==> src/hdl/opc5_cpu_pkg.sv <==
package opc5_cpu_pkg;

   localparam int WORD_BITS     = 16;
   localparam int MEM_WORDS     = 4096;
   localparam int ADDR_BITS     = $clog2(MEM_WORDS);  // Index width into the memory array.
   localparam int REG_ADDR_BITS = 4;
   localparam int REG_COUNT     = 15;                 // Registers r0 to r14 are stored.

   typedef logic [WORD_BITS-1:0]     word_t;
   typedef logic [REG_ADDR_BITS-1:0] reg_addr_t;

   localparam reg_addr_t PC_REG = 4'd15;               // Reads of r15 return the PC.

   typedef enum logic [2:0] {
      FETCH0 = 3'd0,
      FETCH1 = 3'd1,
      EA_ED  = 3'd2,
      RDMEM  = 3'd3,
      EXEC   = 3'd4,
      WRMEM  = 3'd5
   } state_t;

endpackage

==> src/hdl/opc5_isa_pkg.sv <==
package opc5_isa_pkg;

   // The encoding order matches the 3-bit opcode field.
   typedef enum logic [2:0] {
      LD  = 3'd0,
      ADD = 3'd1,
      AND = 3'd2,
      OR  = 3'd3,
      XOR = 3'd4,
      ROR = 3'd5,
      ADC = 3'd6,
      STO = 3'd7
   } opcode_t;

   // Predicate bits. A set flag bit means that flag is not tested.
   localparam int PRED_C  = 15;
   localparam int PRED_Z  = 14;
   localparam int PINVERT = 13;

   localparam int LONG_BIT     = 12;        // A second operand word follows.
   localparam int INDIRECT_BIT = 11;        // The operand is fetched from memory.

   localparam int OPCODE_LSB = 8;           // Low bit of the opcode field.
   localparam int SRC_LSB    = 4;           // Low bit of the source register field.
   localparam int DST_LSB    = 0;           // Low bit of the destination register field.

endpackage

==> src/hdl/opc5_alu.sv <==
`timescale 1ns/1ps

module opc5_alu
   import opc5_cpu_pkg::*;
   import opc5_isa_pkg::*;
(
   input  logic    clk,
   input  logic    reset_b,
   input  opcode_t opcode,
   input  word_t   reg_data,
   input  word_t   operand_value,
   input  logic    flag_we,
   output word_t   result,
   output logic    carry_flag,
   output logic    zero_flag
);

   logic carry_next;
   logic carry_in;

   assign carry_in = carry_flag && (opcode == ADC);

   always_comb
   begin
      carry_next = carry_flag;
      result     = operand_value;
      case (opcode)
         LD, STO : result = operand_value;
         ADD, ADC: {carry_next, result} = {1'b0, reg_data} + {1'b0, operand_value}
                                          + {{WORD_BITS{1'b0}}, carry_in};
         AND     : result = reg_data & operand_value;
         OR      : result = reg_data | operand_value;
         XOR     : result = reg_data ^ operand_value;
         ROR     : {result, carry_next} = {carry_flag, operand_value};  // Old carry enters bit 15.
         default : result = operand_value;
      endcase
   end

   always_ff @(posedge clk or negedge reset_b)
   begin
      if (!reset_b)
      begin
         carry_flag <= 1'b0;
         zero_flag  <= 1'b0;
      end
      else if (flag_we)
      begin
         carry_flag <= carry_next;
         zero_flag  <= (result == '0);
      end
   end

endmodule

==> config.mk <==
export PLATFORM = sky130hd
export DESIGN_NAME = opc5_alu
export DESIGN_NICKNAME = d
export VERILOG_FILES = /design/src/hdl/opc5_cpu_pkg.sv /design/src/hdl/opc5_isa_pkg.sv /design/src/hdl/opc5_alu.sv
export SDC_FILE = /design/constraint.sdc
export NUM_CORES = 1
export LEC_CHECK = 0
export BUFFER_PORTS_ARGS = -buffer_cell sky130_fd_sc_hd__buf_2
export CORE_MARGIN = 2
export CORE_UTILIZATION = 28
export CTS_CLUSTER_DIAMETER = 40
export CTS_CLUSTER_SIZE = 20
export DETAILED_ROUTE_END_ITERATION = 8
export GPL_TIMING_DRIVEN = 1
export MAX_ROUTING_LAYER = met4
export PLACE_DENSITY = 0.45
export SETUP_SLACK_MARGIN = 0.2
export SYNTH_ARGS = -nofsm -noshare
export SYNTH_HDL_FRONTEND = slang
export SYNTH_SLANG_ARGS = --single-unit
==> constraint.sdc <==
create_clock -name clk -period 4.3 [get_ports clk]
set_input_delay 0.645 -clock clk [delete_from_list [all_inputs] [get_ports clk]]
set_output_delay 0.645 -clock clk [all_outputs]
set_load 0.005 [all_outputs]
# Word-level counts from Yosys, hierarchy flattened
# Index checks and enable logic that the tools add are counted.
# classes
add_sub_neg	2
eq_ne	7
mux	2
n_bitwise	3
n_reduce_logical	7
# ops
op	count
16-bit one-hot mux with 6 select lines	1
16-bit by 16-bit adder with 17-bit output	1
17-bit by 1-bit adder with 17-bit output	1
16-bit AND	1
16-bit zero test	1
16-bit bitwise OR	1
16-bit bitwise XOR	1
3-bit equality test (second input constant)	4
3-bit by 2-bit equality test with 1-bit output (second input constant)	2
2-bit OR reduction	2
3-bit by 1-bit equality test with 1-bit output (second input constant)	1
3-bit zero test	1
1-bit one-hot mux with 2 select lines	1
2-bit AND reduction	1
2-bit nonzero test	1
1-bit logical AND	1
# totals
reg_bits	2
inputBits	38
output_inout_bits	18
wordCells	23

# Longest topological paths before layout
# Gate-level depths: netlist of run 1.
# logic_depth
word_depth	5
ltp_mapped	14
depth_no_buf	13

# Worst setup path before layout of run 1
# OpenSTA, ideal clock, no wires.
# synth_path
kind	input -> register
start	input port opcode[1]
end	register zero_flag
setup_ns	0.092
arrival_ns	3.544
required_time_ns	4.208
path_slack_ns	0.664
stages	14
n_path_buf	1
path_cell_list	buf_6 -> and3b_4 -> nand2_1 -> fa_1 -> inv_1 -> fa_1 -> a211oi_4 -> o21bai_2 -> a21oi_2 -> o41ai_1 -> xnor2_1 -> o22ai_1 -> or4_1 -> o31ai_2
# synth_between
elab_chain_len	5
elab_cells_between_ends	14
cone_classes	add/sub (1); eq/ne (7); mux (1); reduce/logical (5)
# synth_lines
element	line	rtl
from (decl)	opc5_alu.sv:9	input opcode_t opcode,
3-bit equality test	opc5_alu.sv:21, opc5_alu.sv:27	
1-bit logical AND	opc5_alu.sv:21	assign carry_in = carry_flag && (opcode == ADC);
17-bit by 1-bit adder with 17-bit output	opc5_alu.sv:30	+ {{WORD_BITS{1'b0}}, carry_in};
16-bit one-hot mux with 6 select lines (*)	opc5_alu.sv:27	case (opcode)
net result[14]	opc5_alu.sv:13	output word_t result,
16-bit zero test (*)	opc5_alu.sv:49	zero_flag <= (result == '0);
to (signal assigned)	opc5_alu.sv:49	
to (decl)	opc5_alu.sv:15	output logic zero_flag
# The timed path passes the listed nets; every way through them passes the cells marked *.
# A chain may end at the register's enable or synchronous reset.

# Worst setup path after layout of run 1
# layout_path
start	input port opcode[0]
end	output port result[12]
# layout_between
elab_chain_len	4
elab_cells_between_ends	13
cone_classes	add/sub (1); eq/ne (7); mux (1); reduce/logical (4)
# layout_lines
element	line
3-bit equality test	opc5_alu.sv:21, opc5_alu.sv:27
1-bit logical AND	opc5_alu.sv:21
17-bit by 1-bit adder with 17-bit output	opc5_alu.sv:30
16-bit one-hot mux with 6 select lines (*)	opc5_alu.sv:27
to (decl)	opc5_alu.sv:13
# Mark *: on every way between the ends. The rest lies on a longest branch, timed or not.

==> PnR_summary.wiki, run 1 <==
{| class="wikitable"
! Metric !! Value
|-
| Initial standard-cell utilization of the core || 29.17%
|-
| Overflow left after global routing || 0
|-
| Logic depth of the worst setup path including buffers || 14
|-
| Number of library cell types mapped by synthesis || 62
|-
| Number of vias in the routed layout || 2629
|-
| Via count of the first global-routing pass || 2411
|-
| Chain of cells forming the critical path || buf_2 -> and3b_4 -> nand2_1 -> fa_1 -> inv_1 -> fa_2 -> a211oi_4 -> o21bai_2 -> a21oi_2 -> o41ai_2 -> xnor2_1 -> a221oi_1 -> nor2_1 -> buf_2
|-
| Buffer and inverter count on the worst path || 3
|-
| Cell repeated most along the worst path || sky130_fd_sc_hd__buf_2
|-
| Global-route wire length before repair || 11950 um
|-
| Summed negative setup slack over all endpoints || 0 ns
|-
| Max Transition Viols Final || 0
|-
| Buffer depth of the longest clock path || 2
|-
| Number of cells produced by synthesis || 338
|-
| Setup repair after global routing missed its margin || no
|-
| Total routed wirelength || 7363 um
|-
| P per Cell Area || 161.1 nW/um2
|-
| Detailed-routing iteration count for the pre-antenna-repair pass || 4
|-
| Worst endpoint data arrival time || 3.32 ns
|-
| Die W || 93.96 um
|-
| Clock buffer count from CTS || 3
|-
| Final period utilization || 92.31%
|-
| Outcome || finished clean
|-
| Overall track demand over capacity in global routing || 16.89%
|-
| Weighted congestion at the end of routability-driven global placement || 0.8766
|-
| Type of element capturing the critical path || output port
|-
| Row count || 32
|-
| Slack of the critical path || 0.3307 ns
|-
| Final count of negative-setup-slack endpoints || 0
|-
| Fill count || 851
|-
| FF+latch count, synth || 2
|-
| Startpoint type of the worst setup path || input port
|-
| Worst skew pair latency || 0.21 ns
|-
| Post-CTS repair timing setup buffer count || 0
|-
| Sequential area share after synthesis || 2.209%
|-
| DRC violations left || 0
|-
| Number of I/O pins || 56
|-
| Clock tree root driver cell || sky130_fd_sc_hd__clkbuf_8
|-
| Worst reg-to-reg path cell count || 12
|-
| Leading post-synthesis cells by cell area || sky130_fd_sc_hd__ha_1, sky130_fd_sc_hd__a21oi_1, sky130_fd_sc_hd__inv_1
|-
| Crit-path max cell delay || 0.41 ns
|-
| Clock skew || 0.001956 ns
|-
| Clock tree from TritonCTS || built
|-
| Mapped Nets || 410
|-
| Leakage component of the power || 1.289 nW
|-
| Number of antenna violations at the first check in global routing || 0
|-
| Depth of the CTS H-tree || 1
|-
| Data required time at the worst endpoint || 3.65 ns
|-
| Number of buffers added to fix hold violations after cts || 0
|-
| Number of flops mapped to enable cells by yosys || 0
|-
| Wire per inst || 15.18 um
|-
| Library cell contributing the largest single delay on the critical path || sky130_fd_sc_hd__fa_1
|-
| Fmax || 251.9 MHz
|-
| Clk sinks || 2
|-
| Primary flip-flop cell chosen by synthesis mapping || sky130_fd_sc_hd__dfrtp_1
|-
| Critical path class || input port to output port
|-
| Clock transition time at the flip-flop clock pins of the worst setup and hold paths || 0.03 ns
|-
| Post-synthesis cell type with the largest combined area || sky130_fd_sc_hd__ha_1
|-
| Hold/Removal Path Class || input port to async pin
|-
| Post-place setup slack || 0.2225 ns
|-
| Transition at the pin with the smallest max-transition slack || 0.7132 ns
|-
| Largest delay share family, worst path || compound AO/OA/AOI/OAI gates
|-
| Min Clock Period, post-route || 3.969 ns
|-
| Maximum capacitance violations || 0
|-
| Number of failing hold endpoints at the final stage || 0
|-
| Post-cts repair resize count || 0
|-
| Diode count || 0
|-
| Height of the die || 93.96 um
|-
| Critical-path maximum fanout || 5
|-
| Number of nets in the final layout || 457
|-
| Share of layout cells above drive strength 1 || 21.93%
|-
| Synthesized area per cell || 6.704 um2
|-
| Remaining max-slew budget at the tightest pin || 52.45%
|-
| VDD IR-drop max || 58.92 uV
|-
| Detail Placement HPWL || 5713 um
|-
| Standard cell core area || 7767 um2
|-
| Netlist area before placement || 2266 um2
|-
| Syn-to-layout area delta || 17.84%
|-
| Yosys top cell area share || 17.67%
|-
| Die outline area || 8828 um2
|-
| Routed vias/inst || 5.421
|-
| ANT nets after route || 0
|-
| Async set-or-reset flop fraction in the synthesized netlist || 100.0%
|-
| IO buf count || 55
|-
| Largest net degree at the start of global routing || 49
|-
| Count of warnings emitted by yosys || 0
|-
| Iter 0 DRT Violations || 140
|}
-- report_power, final --
part	internal [mW]	leakage [nW]	switching (mW)
Combinational	0.138	1.24	0.197
Sequential	0.0209	0.0267	0.00189
Clock	0.0590	0.0216	0.0131
-- worst paths after layout --
check | startpoint | to | slack, ns
min in group clk | zero_flag | zero_flag | 0.52
setup / recovery | opcode[0] | result[12] | 0.33
hold / removal | reset_b | zero_flag | 0.23
hold reg to reg | zero_flag | zero_flag | 0.52
setup reg to reg | carry_flag | zero_flag | 1.06
max in group asynchronous | reset_b | carry_flag | 3.96
-- stage by stage --
stage | instance area, um2 | utilization [%] | hold WS, ns | power (mW) | std cells
finish | 2670 | 34.38 | 0.2278 | 0.4301 | 485
global route | 2670 | 34.38 | 0.2187 | 0.4771 | 485
CTS | 2653 | 34.15 | 0.2240 | 0.4290 | 485
detailed placement | 2611 | 33.62 | 0.4417 | 0.3536 | 482
global placement | 2611 | 33.62 | 0.4429 | 0.3553 | 482
floorplan | 2266 | - | 0.3494 | 0.2490 | 338
-- cells in the mapped netlist, types with 3 or more instances --
cell,instances
sky130_fd_sc_hd__nand3_1,7
sky130_fd_sc_hd__a21oi_1,54
sky130_fd_sc_hd__o22ai_1,6
sky130_fd_sc_hd__clkbuf_1,4
sky130_fd_sc_hd__buf_1,3
sky130_fd_sc_hd__buf_2,10
sky130_fd_sc_hd__o21ai_0,14
sky130_fd_sc_hd__inv_1,51
sky130_fd_sc_hd__o221ai_1,3
sky130_fd_sc_hd__nand2_1,23
sky130_fd_sc_hd__a211oi_1,4
sky130_fd_sc_hd__nor2b_1,6
sky130_fd_sc_hd__nand2b_1,5
sky130_fd_sc_hd__buf_6,3
sky130_fd_sc_hd__mux2i_1,4
sky130_fd_sc_hd__nor3_1,10
sky130_fd_sc_hd__nor2_1,25
sky130_fd_sc_hd__a21o_1,3
sky130_fd_sc_hd__xnor2_1,3
sky130_fd_sc_hd__ha_1,32
sky130_fd_sc_hd__a221oi_1,7
sky130_fd_sc_hd__o41ai_1,3
-- cells in the final DEF (no fill, tap or decap), types with 3 or more instances in the layout --
cell                       count
sky130_fd_sc_hd__nand3_1       7
sky130_fd_sc_hd__buf_2        55
sky130_fd_sc_hd__a21o_1        3
sky130_fd_sc_hd__mux2i_1       4
sky130_fd_sc_hd__xnor2_1       3
sky130_fd_sc_hd__nand2_1      23
sky130_fd_sc_hd__a221oi_1      7
sky130_fd_sc_hd__nor2b_1       6
sky130_fd_sc_hd__buf_4         7
sky130_fd_sc_hd__nand2b_1      5
sky130_fd_sc_hd__a21oi_1      54
sky130_fd_sc_hd__clkbuf_8      3
sky130_fd_sc_hd__nor2_1       25
sky130_fd_sc_hd__ha_1         32
sky130_fd_sc_hd__inv_1        51
sky130_fd_sc_hd__a211oi_1      4
sky130_fd_sc_hd__o221ai_1      3
sky130_fd_sc_hd__o22ai_1       6
sky130_fd_sc_hd__o21ai_0      14
sky130_fd_sc_hd__nor3_1       10
-- metal layers --
layer / part of all wire (%) / GRT usage (%) / up-vias
met4: 1.2 / 3.623 / 0
met1: 47 / 23.07 / 1210
met2: 47 / 27.68 / 91
li1: - / - / 1319
met5: 0 / - / -
met3: 5.2 / 0.9631 / 9
-- logic make-up after synthesis --
| logic type | share of synthesized area [%] |
|---|---|
| muxes | 3.755 |
| and+or+nand+nor | 20.15 |
| adders and majority gates | 19.44 |
| DFF | 2.209 |
| buffers and inverters | 13.31 |
| AOI/OAI and AO/OA | 39.59 |
| xor gates and xnor gates | 1.546 |
-- final cells by class --
| type | count | area (um2) | area share (%) |
|---|---|---|---|
| Multi-Input combinational cell | 265 | 1932 | 72.35 |
| Tap cell | 102 | 127.6 | 4.780 |
| Sequential cell | 2 | 50.05 | 1.874 |
| Inverter | 51 | 191.4 | 7.170 |
| Timing Repair Buffer | 62 | 327.8 | 12.28 |
| Clock buffer | 3 | 41.29 | 1.546 |
-- flip-flops by register name, indices dropped and copies added (netlist names) --
register	flops
carry_flag	1
zero_flag	1
(Power assumes the default switching activity.)
==> run 2: changes to the inputs <==
--- a/config.mk
+++ b/config.mk
@@ -6,6 +6,8 @@
 export NUM_CORES = 1
 export LEC_CHECK = 0
 export BUFFER_PORTS_ARGS = -buffer_cell sky130_fd_sc_hd__buf_2
+export CELL_PAD_IN_SITES_DETAIL_PLACEMENT = 1
+export CELL_PAD_IN_SITES_GLOBAL_PLACEMENT = 1
 export CORE_MARGIN = 2
 export CORE_UTILIZATION = 28
 export CTS_CLUSTER_DIAMETER = 40
@@ -13,7 +15,7 @@
 export DETAILED_ROUTE_END_ITERATION = 8
 export GPL_TIMING_DRIVEN = 1
 export MAX_ROUTING_LAYER = met4
-export PLACE_DENSITY = 0.45
+export PLACE_DENSITY = 0.61
 export SETUP_SLACK_MARGIN = 0.2
 export SYNTH_ARGS = -nofsm -noshare
 export SYNTH_HDL_FRONTEND = slang
==> PnR_summary.wiki, run 2 (synthesis results as in run 1) <==
{| class="wikitable"
! Metric !! Value
|-
| Die outline area || 8828 um2
|-
| Share of layout cells above drive strength 1 || 22.19%
|-
| P per Cell Area || 164.7 nW/um2
|-
| Initial standard-cell utilization of the core || 29.17%
|-
| Clock buffer count from CTS || 3
|-
| Dpl cells || 482
|-
| Maximum capacitance violations || 0
|-
| Summed negative setup slack over all endpoints || 0 ns
|-
| Biggest registers after layout || carry_flag (1), zero_flag (1)
|-
| Worst skew pair latency || 0.21 ns
|-
| Clock transition time at the flip-flop clock pins of the worst setup and hold paths || 0.03 ns
|-
| Clock skew || 0.0001012 ns
|-
| Cell repeated most along the worst path || sky130_fd_sc_hd__buf_2
|-
| Leakage component of the power || 1.296 nW
|-
| Transition at the pin with the smallest max-transition slack || 0.9216 ns
|-
| Row count || 32
|-
| Clk pwr share || 16.9%
|-
| Setup repair after global routing missed its margin || no
|-
| Wire per inst || 16.47 um
|-
| Hold/Removal Path Class || input port to async pin
|-
| Buffer depth of the longest clock path || 2
|-
| Startpoint type of the worst setup path || input port
|-
| Destination of the worst register-to-register timing path || zero_flag
|-
| Overflow left after global routing || 0
|-
| ANT nets after route || 0
|-
| Remaining max-slew budget at the tightest pin || 38.56%
|-
| Crit-path max cell delay || 0.41 ns
|-
| Min Clock Period, post-route || 3.892 ns
|-
| Number of antenna violations at the first check in global routing || 0
|-
| Via count of the first global-routing pass || 2680
|-
| Fraction of power consumed by sequential logic || 5.2%
|-
| Final period utilization || 90.51%
|-
| Global-route wire length before repair || 13310 um
|-
| Syn-to-layout area delta || 18.61%
|-
| Switching power summed over all nets || 222.9 uW
|-
| Data required time at the worst endpoint || 3.65 ns
|-
| Depth of the CTS H-tree || 1
|-
| Diode count || 0
|-
| DRC violations left || 0
|-
| Number of I/O pins || 56
|-
| Standard cell core area || 7767 um2
|-
| Switching share of total power || 50.36%
|-
| Most common cell after layout, fill and taps aside || sky130_fd_sc_hd__buf_2
|-
| Startpoint of the worst-slack reg-to-reg timing path || carry_flag
|-
| Worst reg-to-reg path cell count || 12
|-
| Detail Placement HPWL || 6241 um
|-
| IO buf count || 55
|-
| Number of failing hold endpoints at the final stage || 0
|-
| Number of vias in the routed layout || 2644
|-
| Number of nets in the final layout || 457
|-
| Max Transition Viols Final || 0
|-
| Largest net degree at the start of global routing || 49
|-
| Most frequent cells in the layout || sky130_fd_sc_hd__buf_2, sky130_fd_sc_hd__a21oi_1, sky130_fd_sc_hd__inv_1
|-
| Clock tree from TritonCTS || built
|-
| Iter 0 DRT Violations || 96
|-
| Height of the die || 93.96 um
|-
| Power consumption || 442.6 uW
|-
| Total routed wirelength || 7988 um
|-
| Outcome || finished clean
|-
| Post-place setup slack || 0.2366 ns
|-
| Weighted congestion at the end of routability-driven global placement || 0.8296
|-
| Final count of negative-setup-slack endpoints || 0
|-
| Gate power share || 77.9%
|-
| Clk sinks || 2
|-
| Critical path class || input port to output port
|-
| Slack of the critical path || 0.4082 ns
|-
| Library cell contributing the largest single delay on the critical path || sky130_fd_sc_hd__fa_1
|-
| Detailed-routing iteration count for the pre-antenna-repair pass || 4
|-
| Final cell count without fillers || 485
|-
| Overall track demand over capacity in global routing || 19.08%
|-
| Type of element capturing the critical path || output port
|-
| Fmax || 256.9 MHz
|-
| Critical-path maximum fanout || 5
|-
| Die W || 93.96 um
|-
| Routed vias/inst || 5.452
|-
| Cell internal pwr || 219.7 uW
|-
| Clock tree root driver cell || sky130_fd_sc_hd__clkbuf_8
|-
| VDD IR-drop max || 96.27 uV
|-
| Worst endpoint data arrival time || 3.25 ns
|-
| Worst slack on hold paths || 0.2232 ns
|-
| Chain of cells forming the critical path || buf_2 -> and3b_4 -> nand2_1 -> fa_1 -> inv_1 -> fa_2 -> a211oi_4 -> o21bai_2 -> a21oi_2 -> o41ai_4 -> xnor2_1 -> o22ai_1 -> buf_2
|-
| Minimum setup slack among reg-to-reg paths || 1.11 ns
|}
-- run 2: cell type report --
class                           instances  area [um2]
Fill cell                            1033        5080
Multi-Input combinational cell        265        1949
Timing Repair Buffer                   62       327.8
Inverter                               51       191.4
Tap cell                              102       127.6
Sequential cell                         2       50.05
Clock buffer                            3       41.29
-- run 2: worst max-delay path: cells and delay by family --
family                   cells  cell delay (ns)
AND/OR/NAND/NOR              2             0.38
XOR/XNOR                     1             0.10
AO/OA/AOI/OAI                5             1.06
adder cells (fa/ha/maj)      2             0.68
buffers and inverters        3             0.38
-- run 2: metrics by stage --
stage	area, um2	util, %
5_1_grt	2688	34.60
3_5_place_dp	2611	33.62
2_1_floorplan	2266	-
4_1_cts	2653	34.15
3_3_place_gp	2611	33.62
6_report	2688	34.60
-- run 2: timing repair --
action                                  CTS  global route
endpoints found under the setup margin    0             2
hold buffers                              0             0
resized for setup                         0             5
setup buffers                             0             0
-- run 2: worst max-delay path by stage --
stage	end	depth (start not counted)	startpoint
after CTS	result[14]	13	opcode[0]
after detailed placement	result[14]	13	opcode[0]
after floorplan	zero_flag	14	opcode[1]
after global routing	result[14]	13	opcode[0]
final	result[14]	13	opcode[0]
after global placement	result[12]	14	opcode[0]
-- run 2: power by group through the flow --
stage,clock (mW),combinational (mW),sequential (mW)
final,0.0748,0.345,0.0230
after global routing,0.0786,0.385,0.0234
after CTS,0.0757,0.338,0.0232
after detailed placement,0,0.337,0.0234
after global placement,0,0.333,0.0235
after floorplan,0,0.226,0.0229
-- run 2: routing by layer --
layer	GRT usage, %	routed length, um	vias up
met1	26.03	3956	1267
met4	1.812	42	0
met3	2.327	314	4
met2	31.49	3674	64
met5	-	0	-
li1	-	-	1309
